File: config.mk
export PLATFORM = sky130hd
export DESIGN_NAME = core_decode_stage
export DESIGN_NICKNAME = d
export VERILOG_FILES = /design/src/hdl/core_pkg.sv /design/src/hdl/core_decode_stage.sv /design/src/hdl/core_decode.sv /design/src/hdl/core_decode_ldst.sv /design/src/hdl/core_decode_data.sv /design/src/hdl/core_decode_snd.sv /design/src/hdl/core_decode_conds.sv
export SDC_FILE = /design/constraint.sdc
export NUM_CORES = 1
export LEC_CHECK = 0
export BUFFER_PORTS_ARGS = -buffer_cell sky130_fd_sc_hd__buf_2
export CAP_MARGIN = 10
export CORE_AREA = 2 2 96 98
export CTS_BUF_LIST = sky130_fd_sc_hd__clkbuf_8
export CTS_CLUSTER_DIAMETER = 200
export DETAILED_ROUTE_END_ITERATION = 16
export DIE_AREA = 0 0 98 100
export GPL_TIMING_DRIVEN = 0
export HOLD_SLACK_MARGIN = 0.08
export PLACE_DENSITY = 0.75
export SETUP_SLACK_MARGIN = 0.4
export SYNTH_ARGS = -nofsm -noshare
export SYNTH_HDL_FRONTEND = slang
export SYNTH_SLANG_ARGS = --single-unit
export TNS_END_PERCENT = 50
File: constraint.sdc
create_clock -name clk -period 2.2 [get_ports clk]
set_input_delay 0.44 -clock clk [delete_from_list [all_inputs] [get_ports clk]]
set_output_delay 0.44 -clock clk [all_outputs]
set_load 0.05 [all_outputs]
File: src/hdl/core_pkg.sv
package core_pkg;

	typedef logic [3:0] reg_num;

	localparam reg_num R14 = 4'd14; // link register
	localparam reg_num R15 = 4'd15; // pc

	// instruction field positions
	localparam int COND_MSB = 31;
	localparam int COND_LSB = 28;
	localparam int RN_MSB = 19;
	localparam int RN_LSB = 16;
	localparam int RD_MSB = 15;
	localparam int RD_LSB = 12;
	localparam int RS_MSB = 11;
	localparam int RS_LSB = 8;
	localparam int RM_MSB = 3;
	localparam int RM_LSB = 0;

	typedef enum logic [3:0] {
		EQ, NE, CS, CC,
		MI, PL, VS, VC,
		HI, LS, GE, LT,
		GT, LE, AL,
		NV // reserved
	} cond_t;

	typedef enum logic [3:0] {
		AND, EOR, SUB, RSB,
		ADD, ADC, SBC, RSC,
		TST, TEQ, CMP, CMN,
		ORR, MOV, BIC, MVN
	} alu_op_t;

	typedef enum logic [1:0] {
		LSL,
		LSR,
		ASR,
		ROR
	} shift_t;

	typedef enum logic [2:0] {
		G_DATA,
		G_MUL,
		G_LDST,
		G_LDM,
		G_BRANCH,
		G_UNDEF
	} insn_group_t;

endpackage
File: src/hdl/core_decode_stage.sv
`timescale 1ns/1ps

module core_decode_stage import core_pkg::*; (
	input  logic        clk,
	input  logic        arst_n,
	input  logic        insn_valid,
	input  logic [31:0] insn,
	input  logic [3:0]  flags,

	output logic        out_valid,
	output logic        execute, undefined, conditional,
	output logic        writeback, update_flags,
	output logic        branch, ldst, ldm, mul,
	output alu_op_t     alu_op,
	output reg_num      rd, rn,
	output logic        uses_rn,
	output logic        snd_is_imm,
	output logic [11:0] snd_imm,
	output logic [3:0]  snd_rot,
	output reg_num      snd_r,
	output shift_t      shift_type,
	output logic [4:0]  shift_imm,
	output logic        shift_by_reg,
	output reg_num      snd_rs,
	output logic [29:0] branch_offset,
	output logic        ldst_load, ldst_byte, ldst_pre, ldst_up, ldst_writeback,
	output logic [15:0] ldm_mask
);

	logic d_execute, d_undefined, d_conditional, d_writeback, d_update_flags;
	logic d_branch, d_ldst, d_ldm, d_mul, d_uses_rn, d_snd_is_imm, d_shift_by_reg;
	logic d_ldst_load, d_ldst_byte, d_ldst_pre, d_ldst_up, d_ldst_writeback;
	alu_op_t d_alu_op;
	reg_num d_rd, d_rn, d_snd_r, d_snd_rs;
	logic [11:0] d_snd_imm;
	logic [3:0] d_snd_rot;
	shift_t d_shift_type;
	logic [4:0] d_shift_imm;
	logic [29:0] d_branch_offset;
	logic [15:0] d_ldm_mask;

	core_decode decode (
		.insn(insn), .flags(flags),
		.execute(d_execute), .undefined(d_undefined), .conditional(d_conditional),
		.writeback(d_writeback), .update_flags(d_update_flags),
		.branch(d_branch), .ldst(d_ldst), .ldm(d_ldm), .mul(d_mul),
		.alu_op(d_alu_op), .rd(d_rd), .rn(d_rn), .uses_rn(d_uses_rn),
		.snd_is_imm(d_snd_is_imm), .snd_imm(d_snd_imm), .snd_rot(d_snd_rot),
		.snd_r(d_snd_r), .shift_type(d_shift_type), .shift_imm(d_shift_imm),
		.shift_by_reg(d_shift_by_reg), .snd_rs(d_snd_rs),
		.branch_offset(d_branch_offset),
		.ldst_load(d_ldst_load), .ldst_byte(d_ldst_byte), .ldst_pre(d_ldst_pre),
		.ldst_up(d_ldst_up), .ldst_writeback(d_ldst_writeback),
		.ldm_mask(d_ldm_mask)
	);

	always_ff @(posedge clk or negedge arst_n) begin
		if (!arst_n) begin
			out_valid <= 1'b0;
			execute <= 1'b0;
			undefined <= 1'b0;
			conditional <= 1'b0;
			writeback <= 1'b0;
			update_flags <= 1'b0;
			branch <= 1'b0;
			ldst <= 1'b0;
			ldm <= 1'b0;
			mul <= 1'b0;
		end else begin
			out_valid <= insn_valid;
			if (insn_valid) begin
				execute <= d_execute;
				undefined <= d_undefined;
				conditional <= d_conditional;
				writeback <= d_writeback;
				update_flags <= d_update_flags;
				branch <= d_branch;
				ldst <= d_ldst;
				ldm <= d_ldm;
				mul <= d_mul;
			end
		end
	end

	// operand and addressing fields
	always_ff @(posedge clk) begin
		if (insn_valid) begin
			alu_op <= d_alu_op;
			rd <= d_rd;
			rn <= d_rn;
			uses_rn <= d_uses_rn;
			snd_is_imm <= d_snd_is_imm;
			snd_imm <= d_snd_imm;
			snd_rot <= d_snd_rot;
			snd_r <= d_snd_r;
			shift_type <= d_shift_type;
			shift_imm <= d_shift_imm;
			shift_by_reg <= d_shift_by_reg;
			snd_rs <= d_snd_rs;
			branch_offset <= d_branch_offset;
			ldst_load <= d_ldst_load;
			ldst_byte <= d_ldst_byte;
			ldst_pre <= d_ldst_pre;
			ldst_up <= d_ldst_up;
			ldst_writeback <= d_ldst_writeback;
			ldm_mask <= d_ldm_mask;
		end
	end

	assert property (@(posedge clk) disable iff (!arst_n) !(execute && undefined));

endmodule

File: src/hdl/core_decode.sv
`timescale 1ns/1ps

module core_decode import core_pkg::*; (
	input  logic [31:0] insn,
	input  logic [3:0]  flags,

	output logic        execute, undefined, conditional,
	output logic        writeback, update_flags,
	output logic        branch, ldst, ldm, mul,
	output alu_op_t     alu_op,
	output reg_num      rd, rn,
	output logic        uses_rn,
	output logic        snd_is_imm,
	output logic [11:0] snd_imm,
	output logic [3:0]  snd_rot,
	output reg_num      snd_r,
	output shift_t      shift_type,
	output logic [4:0]  shift_imm,
	output logic        shift_by_reg,
	output reg_num      snd_rs,
	output logic [29:0] branch_offset,
	output logic        ldst_load, ldst_byte, ldst_pre, ldst_up, ldst_writeback,
	output logic [15:0] ldm_mask
);

	insn_group_t group;

	logic cond_pass, cond_undef, explicit_cond;

	core_decode_conds conds (
		.cond(cond_t'(insn[COND_MSB:COND_LSB])),
		.flags(flags),
		.execute(cond_pass),
		.undefined(cond_undef),
		.conditional(explicit_cond)
	);

	logic snd_sel_imm, snd_sel_ror;
	logic op2_is_imm, op2_shift_by_reg, snd_undefined;
	logic [11:0] op2_imm;
	logic [3:0] op2_rot;
	logic [4:0] op2_shift_imm;
	reg_num op2_r, op2_rs;
	shift_t op2_shift_type;

	core_decode_snd snd_operand (
		.insn(insn),
		.is_imm(snd_sel_imm),
		.ror_if_imm(snd_sel_ror),
		.snd_is_imm(op2_is_imm),
		.imm(op2_imm),
		.rot(op2_rot),
		.r(op2_r),
		.shift_type(op2_shift_type),
		.shift_imm(op2_shift_imm),
		.shift_by_reg(op2_shift_by_reg),
		.rs(op2_rs),
		.undefined(snd_undefined)
	);

	alu_op_t data_op;
	reg_num data_rd, data_rn;
	logic data_uses_rn, data_writeback, data_update_flags, data_is_imm, data_shift_by_reg;

	core_decode_data group_data (
		.insn(insn),
		.op(data_op),
		.rd(data_rd),
		.rn(data_rn),
		.uses_rn(data_uses_rn),
		.writeback(data_writeback),
		.update_flags(data_update_flags),
		.is_imm(data_is_imm),
		.shift_by_reg(data_shift_by_reg)
	);

	logic ls_load, ls_byte, ls_pre, ls_up, ls_writeback, ls_offset_is_imm, ls_undefined;
	reg_num ls_rd, ls_rn;

	core_decode_ldst group_ldst (
		.insn(insn),
		.load(ls_load),
		.byte_access(ls_byte),
		.pre_index(ls_pre),
		.up(ls_up),
		.writeback(ls_writeback),
		.rd(ls_rd),
		.rn(ls_rn),
		.offset_is_imm(ls_offset_is_imm),
		.undefined(ls_undefined)
	);

	// mul and psr space sit inside the data-processing encodings and are matched first
	always_comb begin
		priority casez ({insn[27:20], insn[7:4]})
			12'b101?_????_????: group = G_BRANCH;
			12'b0000_00??_1001: group = G_MUL;
			12'b100?_????_????: group = G_LDM;
			12'b01??_????_????: group = G_LDST;
			12'b00?1_0??0_????: group = G_UNDEF; // mrs/msr, not supported
			12'b00??_????_????: group = G_DATA;
			default:            group = G_UNDEF; // coproc, swi
		endcase
	end

	assign snd_sel_imm = (group == G_LDST) ? ls_offset_is_imm : data_is_imm;
	assign snd_sel_ror = (group != G_LDST); // ldst offset is a plain 12-bit value

	always_comb begin
		undefined = cond_undef;
		conditional = explicit_cond;
		writeback = 1'b0;
		update_flags = 1'b0;
		branch = 1'b0;
		ldst = 1'b0;
		ldm = 1'b0;
		mul = 1'b0;

		alu_op = data_op;
		rd = data_rd;
		rn = data_rn;
		uses_rn = 1'b1;

		snd_is_imm = op2_is_imm;
		snd_imm = op2_imm;
		snd_rot = op2_rot;
		snd_r = op2_r;
		shift_type = op2_shift_type;
		shift_imm = op2_shift_imm;
		shift_by_reg = op2_shift_by_reg;
		snd_rs = op2_rs;

		branch_offset = {{6{insn[23]}}, insn[23:0]};

		ldst_load = ls_load;
		ldst_byte = ls_byte;
		ldst_pre = ls_pre;
		ldst_up = ls_up;
		ldst_writeback = ls_writeback;
		ldm_mask = insn[15:0];

		unique case (group)
			G_BRANCH: begin
				branch = 1'b1;
				if (insn[24]) begin
					// bl writes pc - 4 to lr
					alu_op = SUB;
					rd = R14;
					rn = R15;
					snd_is_imm = 1'b1;
					snd_imm = 12'd4;
					snd_rot = 4'd0;
					shift_by_reg = 1'b0;
					writeback = 1'b1;
				end
			end

			G_MUL: begin
				mul = 1'b1;
				rd = insn[RN_MSB:RN_LSB];
				rn = insn[RS_MSB:RS_LSB];
				uses_rn = insn[21]; // accumulate
				snd_is_imm = 1'b0;
				snd_r = insn[RM_MSB:RM_LSB];
				shift_type = LSL;
				shift_imm = 5'd0;
				shift_by_reg = 1'b0;
				writeback = 1'b1;
				update_flags = insn[20];
			end

			G_LDM: begin
				ldm = 1'b1;
				snd_is_imm = 1'b1;
				snd_imm = 12'd4; // one word per register
				snd_rot = 4'd0;
				shift_by_reg = 1'b0;
				ldst_writeback = insn[21];
				writeback = insn[21] || insn[20];
				undefined = undefined || insn[22]; // user bank / spsr restore
			end

			G_LDST: begin
				ldst = 1'b1;
				alu_op = ls_up ? ADD : SUB;
				rd = ls_rd;
				rn = ls_rn;
				writeback = ls_writeback || ls_load;
				undefined = undefined || ls_undefined || snd_undefined;
			end

			G_DATA: begin
				uses_rn = data_uses_rn;
				writeback = data_writeback;
				update_flags = data_update_flags;
				shift_by_reg = !data_is_imm && data_shift_by_reg;
				undefined = undefined || snd_undefined;
			end

			default:
				undefined = 1'b1;
		endcase

		execute = cond_pass && !undefined;
	end

endmodule

File: src/hdl/core_decode_ldst.sv
`timescale 1ns/1ps

module core_decode_ldst import core_pkg::*; (
	input  logic [31:0] insn,

	output logic        load,
	output logic        byte_access,
	output logic        pre_index,
	output logic        up,
	output logic        writeback,
	output reg_num      rd,
	output reg_num      rn,
	output logic        offset_is_imm,
	output logic        undefined
);

	logic w_bit;
	logic translate_byte;

	assign pre_index = insn[24];
	assign up = insn[23];
	assign byte_access = insn[22];
	assign w_bit = insn[21];
	assign load = insn[20];

	assign rd = insn[RD_MSB:RD_LSB];
	assign rn = insn[RN_MSB:RN_LSB];

	assign offset_is_imm = !insn[25]; // I=0 means 12-bit immediate
	assign writeback = w_bit || !pre_index; // post-index always updates base

	// ldrbt/strbt
	assign translate_byte = !pre_index && w_bit && byte_access;

	assign undefined = (insn[25] && insn[4]) || translate_byte; // media space when bit 4 set

	assert property (@(insn) !pre_index |-> writeback);

endmodule

File: src/hdl/core_decode_data.sv
`timescale 1ns/1ps

module core_decode_data import core_pkg::*; (
	input  logic [31:0] insn,

	output alu_op_t     op,
	output reg_num      rd,
	output reg_num      rn,
	output logic        uses_rn,
	output logic        writeback,
	output logic        update_flags,
	output logic        is_imm,
	output logic        shift_by_reg
);

	logic s_bit;

	assign s_bit = insn[20];
	assign op = alu_op_t'(insn[24:21]);
	assign rd = insn[RD_MSB:RD_LSB];
	assign rn = insn[RN_MSB:RN_LSB];
	assign is_imm = insn[25];
	assign shift_by_reg = insn[4]; // only meaningful in register form

	always_comb begin
		uses_rn = 1'b1;
		writeback = 1'b1;
		update_flags = s_bit;

		unique case (op)
			TST, TEQ, CMP, CMN: begin
				writeback = 1'b0; // result only sets flags
				update_flags = 1'b1;
			end

			MOV, MVN:
				uses_rn = 1'b0;

			default: ;
		endcase
	end

endmodule

File: src/hdl/core_decode_snd.sv
`timescale 1ns/1ps

module core_decode_snd import core_pkg::*; (
	input  logic [31:0] insn,
	input  logic        is_imm,
	input  logic        ror_if_imm,

	output logic        snd_is_imm,
	output logic [11:0] imm,
	output logic [3:0]  rot,
	output reg_num      r,
	output shift_t      shift_type,
	output logic [4:0]  shift_imm,
	output logic        shift_by_reg,
	output reg_num      rs,
	output logic        undefined
);

	always_comb begin
		snd_is_imm = is_imm;
		imm = insn[11:0];
		rot = 4'd0;
		r = insn[RM_MSB:RM_LSB];
		shift_type = shift_t'(insn[6:5]);
		shift_imm = insn[11:7];
		shift_by_reg = 1'b0;
		rs = insn[RS_MSB:RS_LSB];
		undefined = 1'b0;

		if (is_imm) begin
			if (ror_if_imm) begin
				imm = {4'd0, insn[7:0]}; // 8-bit immediate rotated by 2*rot
				rot = insn[11:8];
			end
		end else if (insn[4]) begin
			shift_by_reg = 1'b1;
			shift_imm = 5'd0;
			undefined = insn[7]; // multiply / extra load-store space
		end
	end

	assert property (@(insn) shift_by_reg |-> !snd_is_imm);

endmodule

File: src/hdl/core_decode_conds.sv
`timescale 1ns/1ps

module core_decode_conds import core_pkg::*; (
	input  cond_t      cond,
	input  logic [3:0] flags,

	output logic       execute,
	output logic       undefined,
	output logic       conditional
);

	logic n, z, c, v;

	assign {n, z, c, v} = flags; // nzcv order

	always_comb begin
		execute = 1'b0;
		undefined = 1'b0;
		conditional = (cond != AL);

		unique case (cond)
			EQ: execute = z;
			NE: execute = !z;
			CS: execute = c;
			CC: execute = !c;
			MI: execute = n;
			PL: execute = !n;
			VS: execute = v;
			VC: execute = !v;
			HI: execute = c && !z;
			LS: execute = !c || z;
			GE: execute = (n == v);
			LT: execute = (n != v);
			GT: execute = !z && (n == v);
			LE: execute = z || (n != v);
			AL: execute = 1'b1;
			NV: begin
				execute = 1'b0;
				undefined = 1'b1; // reserved space
			end
		endcase
	end

endmodule

==> results of run 1 <==
## metrics by stage
step / total power, mW / std cells / setup WS (ns)
finish: 4.11 / 525 / 0.550
global route: 4.26 / 525 / 0.477
CTS: 4.15 / 525 / 0.468
detailed placement: 2.77 / 508 / 0.0861
global placement: 2.75 / 507 / -0.348
floorplan: 2.50 / 255 / 0.595
## final cells by class
class	instances	share of cell area
clock inverters	7	0.0312
flip-flops and latches	74	0.479
multi-input cells	127	0.191
repair buffers	143	0.163
well taps	111	0.0306
plain buffers	46	0.0709
inverters	8	0.00662
clock buffers	9	0.0273
## worst max-delay path, cell delays in order (launching register included)
cell      delay, ns
edfxtp_1       0.47
buf_4          0.15
buf_2          0.25
## power by group
group	leakage [nW]	internal, mW	total [mW]	switching (mW)
Sequential	0.750	1.65	1.69	0.0402
Combinational	1.17	0.260	1.04	0.782
Clock	0.135	0.870	1.38	0.507
## cell families (layout without fill, tap and decap cells)
family	Yosys count	in the layout	share of synthesized area
DFF	74	74	0.641
muxes	7	7	0.0214
xor gates and xnor gates	5	5	0.0185
and+or+nand+nor	72	72	0.127
buffers and inverters	54	213	0.103
AOI/OAI and AO/OA	43	43	0.0886
## worst max-delay path by stage
| stage | end | slack [ns] |
|---|---|---|
| after floorplan | rn[0] | 0.59 |
| after global placement | execute | -0.35 |
| after detailed placement | execute | 0.09 |
| after CTS | execute | 0.47 |
| after global routing | branch_offset[23] | 0.48 |
| final | branch_offset[25] | 0.55 |
## cells in the final DEF (no fill, tap or decap), drive strengths merged, types with 6 or more instances in the layout
cell type	instances
buf	181
edfxtp	64
clkbuf	16
nand2	15
nor2	13
a21oi	11
dfrtp	10
inv	10
and2	9
nor2b	7
o21ai	6
## routing by layer
metal / vias up / share of wire / GRT usage
li1: 1189 / - / -
met1: 1155 / 0.41 / 0.187
met2: 98 / 0.50 / 0.251
met3: 8 / 0.073 / 0.0411
met4: 0 / 0.012 / 0.0598
met5: - / 0 / 0
## timing repair
action / in CTS / in global routing
hold buffers: 1 / 0
setup endpoints to repair: 0 / 5
hold endpoints to repair: 10 / 0
gates resized for setup: 0 / 3
==> impl_metrics.tcl, run 1 <==
set metrics [dict create \
    drtIter0Drc 101 \
    top_regs "branch_offset: 18 flops, snd_imm: 12 flops, shift_imm: 5 flops" \
    wl_um 7490 \
    overflow 0 \
    powerDensity_nw_per_um2 907 \
    startpoint "branch_offset[23]" \
    end_kind "output pin" \
    largest_reg_flops 18 \
    path_max_fanout 8 \
    status "completed" \
    synth_cells 255 \
    cp.required_ns 1.76 \
    hp-class "in2reg" \
    drc_errors 0 \
    drt_pre_antenna_iters 4 \
    path_class "reg2out" \
    finalCritPeriodShare 0.750 \
    final_cell_area_um2 4530 \
    cts_sinks 74 \
    post-route-util 0.510 \
    slew_headroom 0.684 \
    setup_viol 0 \
    cts_max_path_buffers 2 \
    synth_common_cells "edfxtp_1, buf_4, nand2_1" \
    worstReg2RegStart "execute" \
    maxCapViolCount 0 \
    seq_area_um2 2170 \
    grt_usage 0.151 \
    synth-edff-count 64 \
    clk_pin_slew_worst_paths_ns 0.08 \
    grt_max_degree 38 \
    holdWs_ns 0.289 \
    cts_buffers 9 \
    start_util 0.381 \
    area_growth_pct 33.7 \
    dieArea_um2 9800 \
    fp.coreArea_um2 8890 \
    skew_ns 0 \
    timing.fmax_mhz 606 \
    die_w_um 98 \
    cp_data_arrival_time_ns 1.21 \
    ys_seq_elements 74 \
    holdCritStartpoint "insn[12]" \
    rr_endpoint "execute" \
    grt_pass1_wl_um 11500 \
    finalNetCount 448 \
    min_period_ns 1.65 \
    grt_pass1_vias 2282 \
    rrSetupSlack_ns 1.29 \
    ys_types 50 \
    final_max_slew_viol_count 0 \
    start_kind "register" \
    ys_seq_area_frac 0.641 \
    antenna_found_initial 0 \
    ioPinCount 146 \
    ys_async_sr_fraction 0.135 \
    place_area_um2 4250 \
    drive_above_1_share 0.519 \
    synthesis.nets 294 \
    yosysTopAreaCellShare 0.567 \
    ir_drop_mv 0.366 \
    ys.flop_type "edfxtp_1" \
    clock_latency_ns 0.34 \
    synth_top_area_cell "edfxtp_1" \
    syn_area_um2 3390 \
    cts_htree_levels 3 \
    diodes 0 \
    multi_input_area_um2 867 \
    ant_nets 0 \
    holdPathStages 1 \
    hpwl_um 5620 \
    fill_cells 808 \
    post-cts-setup-buffers 0 \
    syn_avg_cell_area_um2 13.3 \
    min_to "branch_offset[12]" \
    rsz0062_at_grt "false" \
    die_h_um 100 \
    power.leakage_nw 2.06 \
    place_congestion 0.839 \
    finalSetupTns_ns 0 \
    rows 35 \
    numPortBuffers 141 \
    cts_tree "yes" \
    clk_root_buffer_cell "clkbuf_8" \
    yosysMostFrequentCell "edfxtp_1" \
    wire_per_inst_um 14.3 \
    synthTopCellsByArea "edfxtp_1, buf_4, dfrtp_1" \
    avgViaCountPerCell 4.67 \
    num_vias 2450 \
    r2r_cells 3 \
    yosysWarnings 0 \
    tightest_slew_ns 0.474 \
    top_register "branch_offset" \
    hold_viol_final 0 \
]
Note: power is estimated with default switching activity, not from simulation.
==> inputs of run 2 (changes only) <==
Settings changed: ABC_AREA from default to 1, CORE_AREA 2 2 96 98 to 2 2 95 97, DIE_AREA 0 0 98 100 to 0 0 97 99, PLACE_DENSITY 0.75 to 0.76.
Clock period 2.2 ns to 1.64 ns, I/O delays scaled along.
==> run 2 against run 1 <==
Critical path type unchanged. Clock skew unchanged. Critical endpoint is now branch_offset[28]. Critical path depth increased by 1. Count of clock-buffer cells in the layout unchanged. Power increased by 30%. Synthesized cell count increased by 20%. Sequential share of layout area decreased by 6.7 points.
==> impl_metrics.tcl, run 2 <==
set metrics [dict create \
    status "completed" \
    grt_max_degree 71 \
    internal-power_mw 3.48 \
    maxCapViolCount 0 \
    cts_tree "yes" \
    area_growth_pct 57.1 \
    power.leakage_nw 2.45 \
    ys_seq_elements 74 \
    hold_viol_final 0 \
    drt_pre_antenna_iters 5 \
    cp_data_arrival_time_ns 1.14 \
    slowest_delay_ns 0.39 \
    cts_buffers 9 \
    cts_max_path_buffers 2 \
    wl_met1_um 3490 \
    syn_area_um2 3360 \
    wl_um 9130 \
    tightest_slew_ns 0.384 \
    slowest_stage "edfxtp_1" \
    die_w_um 97 \
    diodes 0 \
    wire_per_inst_um 15.5 \
    synthesis.nets 344 \
    synth_top_area_cell "edfxtp_1" \
    path_cells "buf_4, buf_6, buf_8" \
    min_period_ns 1.47 \
    dp.cells 557 \
    ant_nets 0 \
    ys.flop_type "edfxtp_1" \
    fp.coreArea_um2 8550 \
    hp-class "in2reg" \
    antenna_found_initial 0 \
    synth_common_cells "edfxtp_1, nand2_1, buf_4" \
    cp.required_ns 1.31 \
    top_register "branch_offset" \
    slew_headroom 0.744 \
    top_regs "branch_offset: 18 flops, snd_imm: 12 flops, shift_imm: 5 flops" \
    drc_errors 0 \
    grt_pass1_wl_um 13600 \
    largest_reg_flops 18 \
    start_util 0.393 \
    ir_drop_mv 0.454 \
    ys_seq_area_frac 0.647 \
    end_kind "output pin" \
    grt_pass1_vias 2778 \
    dieArea_um2 9600 \
    holdWs_ns 0.171 \
    cts_htree_levels 3 \
    rows 34 \
    p_switching_mw 1.88 \
    clkPwrFrac 0.250 \
    ys_types 33 \
    syn_avg_cell_area_um2 11.0 \
    path_max_fanout 4 \
    met3WireLength_um 792 \
    avgViaCountPerCell 4.86 \
    powerDensity_nw_per_um2 1020 \
    ys_async_sr_fraction 0.135 \
    clk_root_buffer_cell "clkbuf_8" \
    wl_met2_um 4620 \
    final_cell_count_no_fill 590 \
    final_max_slew_viol_count 0 \
    finalCritPeriodShare 0.896 \
    clock_latency_ns 0.34 \
    mostFrequentLayoutCell "buf_2" \
    finalSetupTns_ns 0 \
    yosysMostFrequentCell "edfxtp_1" \
    path_class "reg2out" \
    overflow 0 \
    swShare 0.351 \
    yosysWarnings 0 \
    path_delay_family "buffers and inverters" \
    seqPwrFrac 0.429 \
    cts_sinks 74 \
    clk_pin_slew_worst_paths_ns 0.08 \
    place_congestion 0.883 \
    die_h_um 99 \
    synth-edff-count 64 \
    hpwl_um 5930 \
    synth_cells 305 \
    critPathBufInv 3 \
    yosysTopAreaCellShare 0.572 \
    rsz0062_at_grt "true" \
    timing.fmax_mhz 681 \
    final_cell_mix "buf_2, buf_6, edfxtp_1" \
    ioPinCount 146 \
    setup_viol 0 \
    skew_ns 0 \
    synthTopCellsByArea "edfxtp_1, dfrtp_1, buf_4" \
    drtIter0Drc 156 \
    grt_usage 0.182 \
    combPwrFrac 0.321 \
    highest_layer "met4" \
    numPortBuffers 144 \
    finalNetCount 517 \
    start_kind "register" \
    drive_above_1_share 0.519 \
    num_vias 2869 \
    fill_cells 655 \
]
==> run 2: power by group through the flow <==
stage / logic (mW) / clock network, mW / registers (mW)
2_1_floorplan: 0.490 / 0 / 2.87
3_3_place_gp: 1.38 / 0 / 2.32
3_5_place_dp: 1.40 / 0 / 2.32
4_1_cts: 1.63 / 1.36 / 2.29
5_1_grt: 1.79 / 1.43 / 2.32
6_report: 1.72 / 1.34 / 2.30
==> run 2: worst register-to-register path, cell delays in order, from the launching register on <==
cell	delay [ns]
dfrtp_1	0.40
or2_2	0.28
nand2_1	0.06
inv_1	0.03
==> run 2: cell type report <==
| class | count | area (µm²) | share of cell area |
|---|---|---|---|
| flip-flops and latches | 74 | 2170 | 0.412 |
| inverters | 38 | 158 | 0.0299 |
| repair buffers | 161 | 1360 | 0.257 |
| clock inverters | 6 | 58.8 | 0.0112 |
| well taps | 108 | 135 | 0.0256 |
| clock buffers | 9 | 124 | 0.0235 |
| plain buffers | 39 | 399 | 0.0757 |
| multi-input cells | 155 | 870 | 0.165 |
==> run 2: per-stage QoR <==
stage | setup slack, ns | util | total power [mW] | instance area (µm²)
4_1_cts | 0.160 | 0.583 | 5.29 | 4980
2_1_floorplan | 0.296 | - | 3.36 | 3370
3_5_place_dp | -0.179 | 0.495 | 3.72 | 4230
3_3_place_gp | -0.618 | 0.494 | 3.70 | 4230
6_report | 0.171 | 0.617 | 5.36 | 5270
5_1_grt | 0.122 | 0.617 | 5.54 | 5270
==> run 2: layer usage <==
layer  up-vias  global-route usage
li1       1341                   -
met1      1334               0.210
met2       173               0.321
met3        21              0.0404
met4         0              0.0888
met5         -                   0
==> run 2: final timing paths <==
path                       cells after the start           endpoint               from  slack, ns
setup / recovery                               3  branch_offset[28]  branch_offset[23]       0.17
hold reg to reg                                2             branch             branch       0.50
hold / removal                                 1           snd_r[0]            insn[0]       0.17
max in group asynchronous                      2            execute             arst_n       1.08
setup reg to reg                               3          undefined          undefined       0.76
min in group asynchronous                      2             branch             arst_n       0.37
==> run 2: cells by family after synthesis <==
| group | after synthesis | share of synthesized area |
|---|---|---|
| AOI/OAI and AO/OA | 31 | 0.0578 |
| buffers and inverters | 77 | 0.125 |
| DFF | 74 | 0.647 |
| and+or+nand+nor | 123 | 0.170 |
==> run 2: repair_timing <==
action,CTS,global route
pin swaps,2,13
endpoints found under the setup margin,131,125
hold buffers,1,0
setup buffers,4,12
hold endpoints to repair,10,0
gates resized for setup,156,78
cloned,1,0
==> inputs of run 3 (changes only) <==
Clock period 1.64 ns to 1.67 ns, I/O delays scaled along.
==> run 3 against run 2 <==
Critical path type unchanged. Flip-flop and latch count did not move. Die area did not move. Wire length fell by 3.8%. Global-route usage fell by 0.48 points. Sequential power fell by 2%. Register-to-register slack improved by 0.04 ns. Worst hold slack got worse by 0.00080 ns. First-iteration DRC count rose by 28%. Clock power fell by 9.7%. Final cell count fell by 0.85%. Combinational power fell by 4%. Clock skew did not move.
==> impl_metrics.tcl, run 3 (synthesis results as in run 2) <==
set metrics [dict create \
    place_area_um2 4230 \
    hold_viol_final 0 \
    tightest_slew_ns 0.377 \
    place_congestion 0.905 \
    path_common_cell "buf_6" \
    path_max_fanout 8 \
    slowest_delay_ns 0.39 \
    diodes 0 \
    grt_pass1_wl_um 13300 \
    hp-class "in2reg" \
    drive_above_1_share 0.501 \
    drtIter0Drc 199 \
    antenna_found_initial 0 \
    slowest_stage "edfxtp_1" \
    num_vias 2816 \
    mostFrequentLayoutCell "buf_2" \
    grt_usage 0.177 \
    finalPower_mw 5.12 \
    avgViaCountPerCell 4.81 \
    ioPinCount 146 \
    cts_htree_levels 3 \
    end_kind "output pin" \
    finalNetCount 511 \
    holdPathStages 1 \
    skew_ns 0 \
    cts_sinks 74 \
    maxCapViolCount 0 \
    largest_reg_flops 18 \
    dieArea_um2 9600 \
    final_cell_mix "buf_2, edfxtp_1, buf_6" \
    path_class "reg2out" \
    rsz0062_at_grt "true" \
    wire_per_inst_um 15.0 \
    grt_pass1_vias 2773 \
    min_period_ns 1.47 \
    start_kind "register" \
    clk_pin_slew_worst_paths_ns 0.08 \
    finalCritPeriodShare 0.882 \
    setup_viol 0 \
    timing.fmax_mhz 679 \
    drt_pre_antenna_iters 4 \
    final_cell_area_um2 5160 \
    path_cells "buf_6, buf_6, buf_8" \
    power.leakage_nw 2.40 \
    r2r_cells 3 \
    top_regs "branch_offset: 18 flops, snd_imm: 12 flops, shift_imm: 5 flops" \
    overflow 0 \
    clock_latency_ns 0.34 \
    cts_max_path_buffers 2 \
    top_register "branch_offset" \
    fill_cells 685 \
    clk_root_buffer_cell "clkbuf_8" \
    fp.coreArea_um2 8550 \
    status "completed" \
    wl_um 8790 \
    hpwl_um 5870 \
    ant_nets 0 \
    ir_drop_mv 0.374 \
    start_util 0.393 \
    numPortBuffers 144 \
    cts_buffers 9 \
    die_h_um 99 \
    cp.required_ns 1.34 \
    grt_max_degree 71 \
    cts_tree "yes" \
    powerDensity_nw_per_um2 992 \
    cp_data_arrival_time_ns 1.14 \
    rows 34 \
    die_w_um 97 \
    slew_headroom 0.748 \
    area_growth_pct 53.7 \
    drc_errors 0 \
    final_max_slew_viol_count 0 \
]
## run 3: cell count changes in the layout (fill, tap and decap cells not counted), moves of 2 or more
| cell | previous run | this run |
|---|---|---|
| clkbuf_4 | 0 | 2 |
| buf_6 | 65 | 61 |
| nand2_1 | 46 | 49 |
| buf_2 | 81 | 86 |
| nand2_2 | 7 | 4 |
| nor2_1 | 23 | 25 |
| buf_4 | 21 | 13 |
| nor2_2 | 3 | 1 |
## run 3: report_power, final
group / switching [mW] / total [mW] / internal (mW)
clock: 0.671 / 1.21 / 0.535
combinational: 1.11 / 1.65 / 0.543
sequential: 0.0750 / 2.26 / 2.18
## run 3: path summary, 6_finish.rpt
check | from | slack, ns | endpoint
min in group asynchronous | arst_n | 0.38 | execute
min | insn[8] | 0.17 | snd_rs[0]
max | branch_offset[23] | 0.20 | branch_offset[25]
min reg2reg | writeback | 0.48 | writeback
max in group asynchronous | arst_n | 1.10 | ldst
max reg2reg | undefined | 0.80 | undefined
## run 3: layout make-up
cell class	count	area, µm²	share of cell area
Clock inverter	7	46.3	0.00897
Buffer	39	397	0.0769
Multi-Input combinational cell	154	835	0.162
Inverter	38	155	0.0301
Sequential cell	74	2170	0.421
Tap cell	108	135	0.0262
Clock buffer	9	124	0.0240
Timing Repair Buffer	156	1290	0.251
## run 3: critical path: cells and delay by family (launching register included)
kind | cells | cell delay, ns
buffers and inverters | 3 | 0.41
flip-flops | 1 | 0.39
## run 3: layer usage
metal  global-route usage  part of all wire
met2                0.319              0.53
met4               0.0845             0.026
met5                    0                 0
met3               0.0433             0.069
met1                0.197              0.37
## run 3: per-stage QoR
stage / util / TNS, ns / cells / hold WS [ns] / worst slack, ns
global placement: 0.494 / -18.69 / 557 / 0.207 / -0.596
CTS: 0.571 / 0 / 577 / 0.154 / 0.191
finish: 0.603 / 0 / 585 / 0.171 / 0.197
detailed placement: 0.495 / -2.04 / 557 / 0.211 / -0.134
floorplan: - / 0 / 305 / 0.0384 / 0.320
global route: 0.603 / 0 / 585 / 0.153 / 0.140
## run 3: what timing repair did
item                                    in CTS  in global routing
endpoints found under the hold margin       10                  0
setup buffers                                3                  8
pin swaps                                    1                 10
hold buffers                                 1                  0
gates resized for setup                    132                 85
endpoints found under the setup margin     118                129
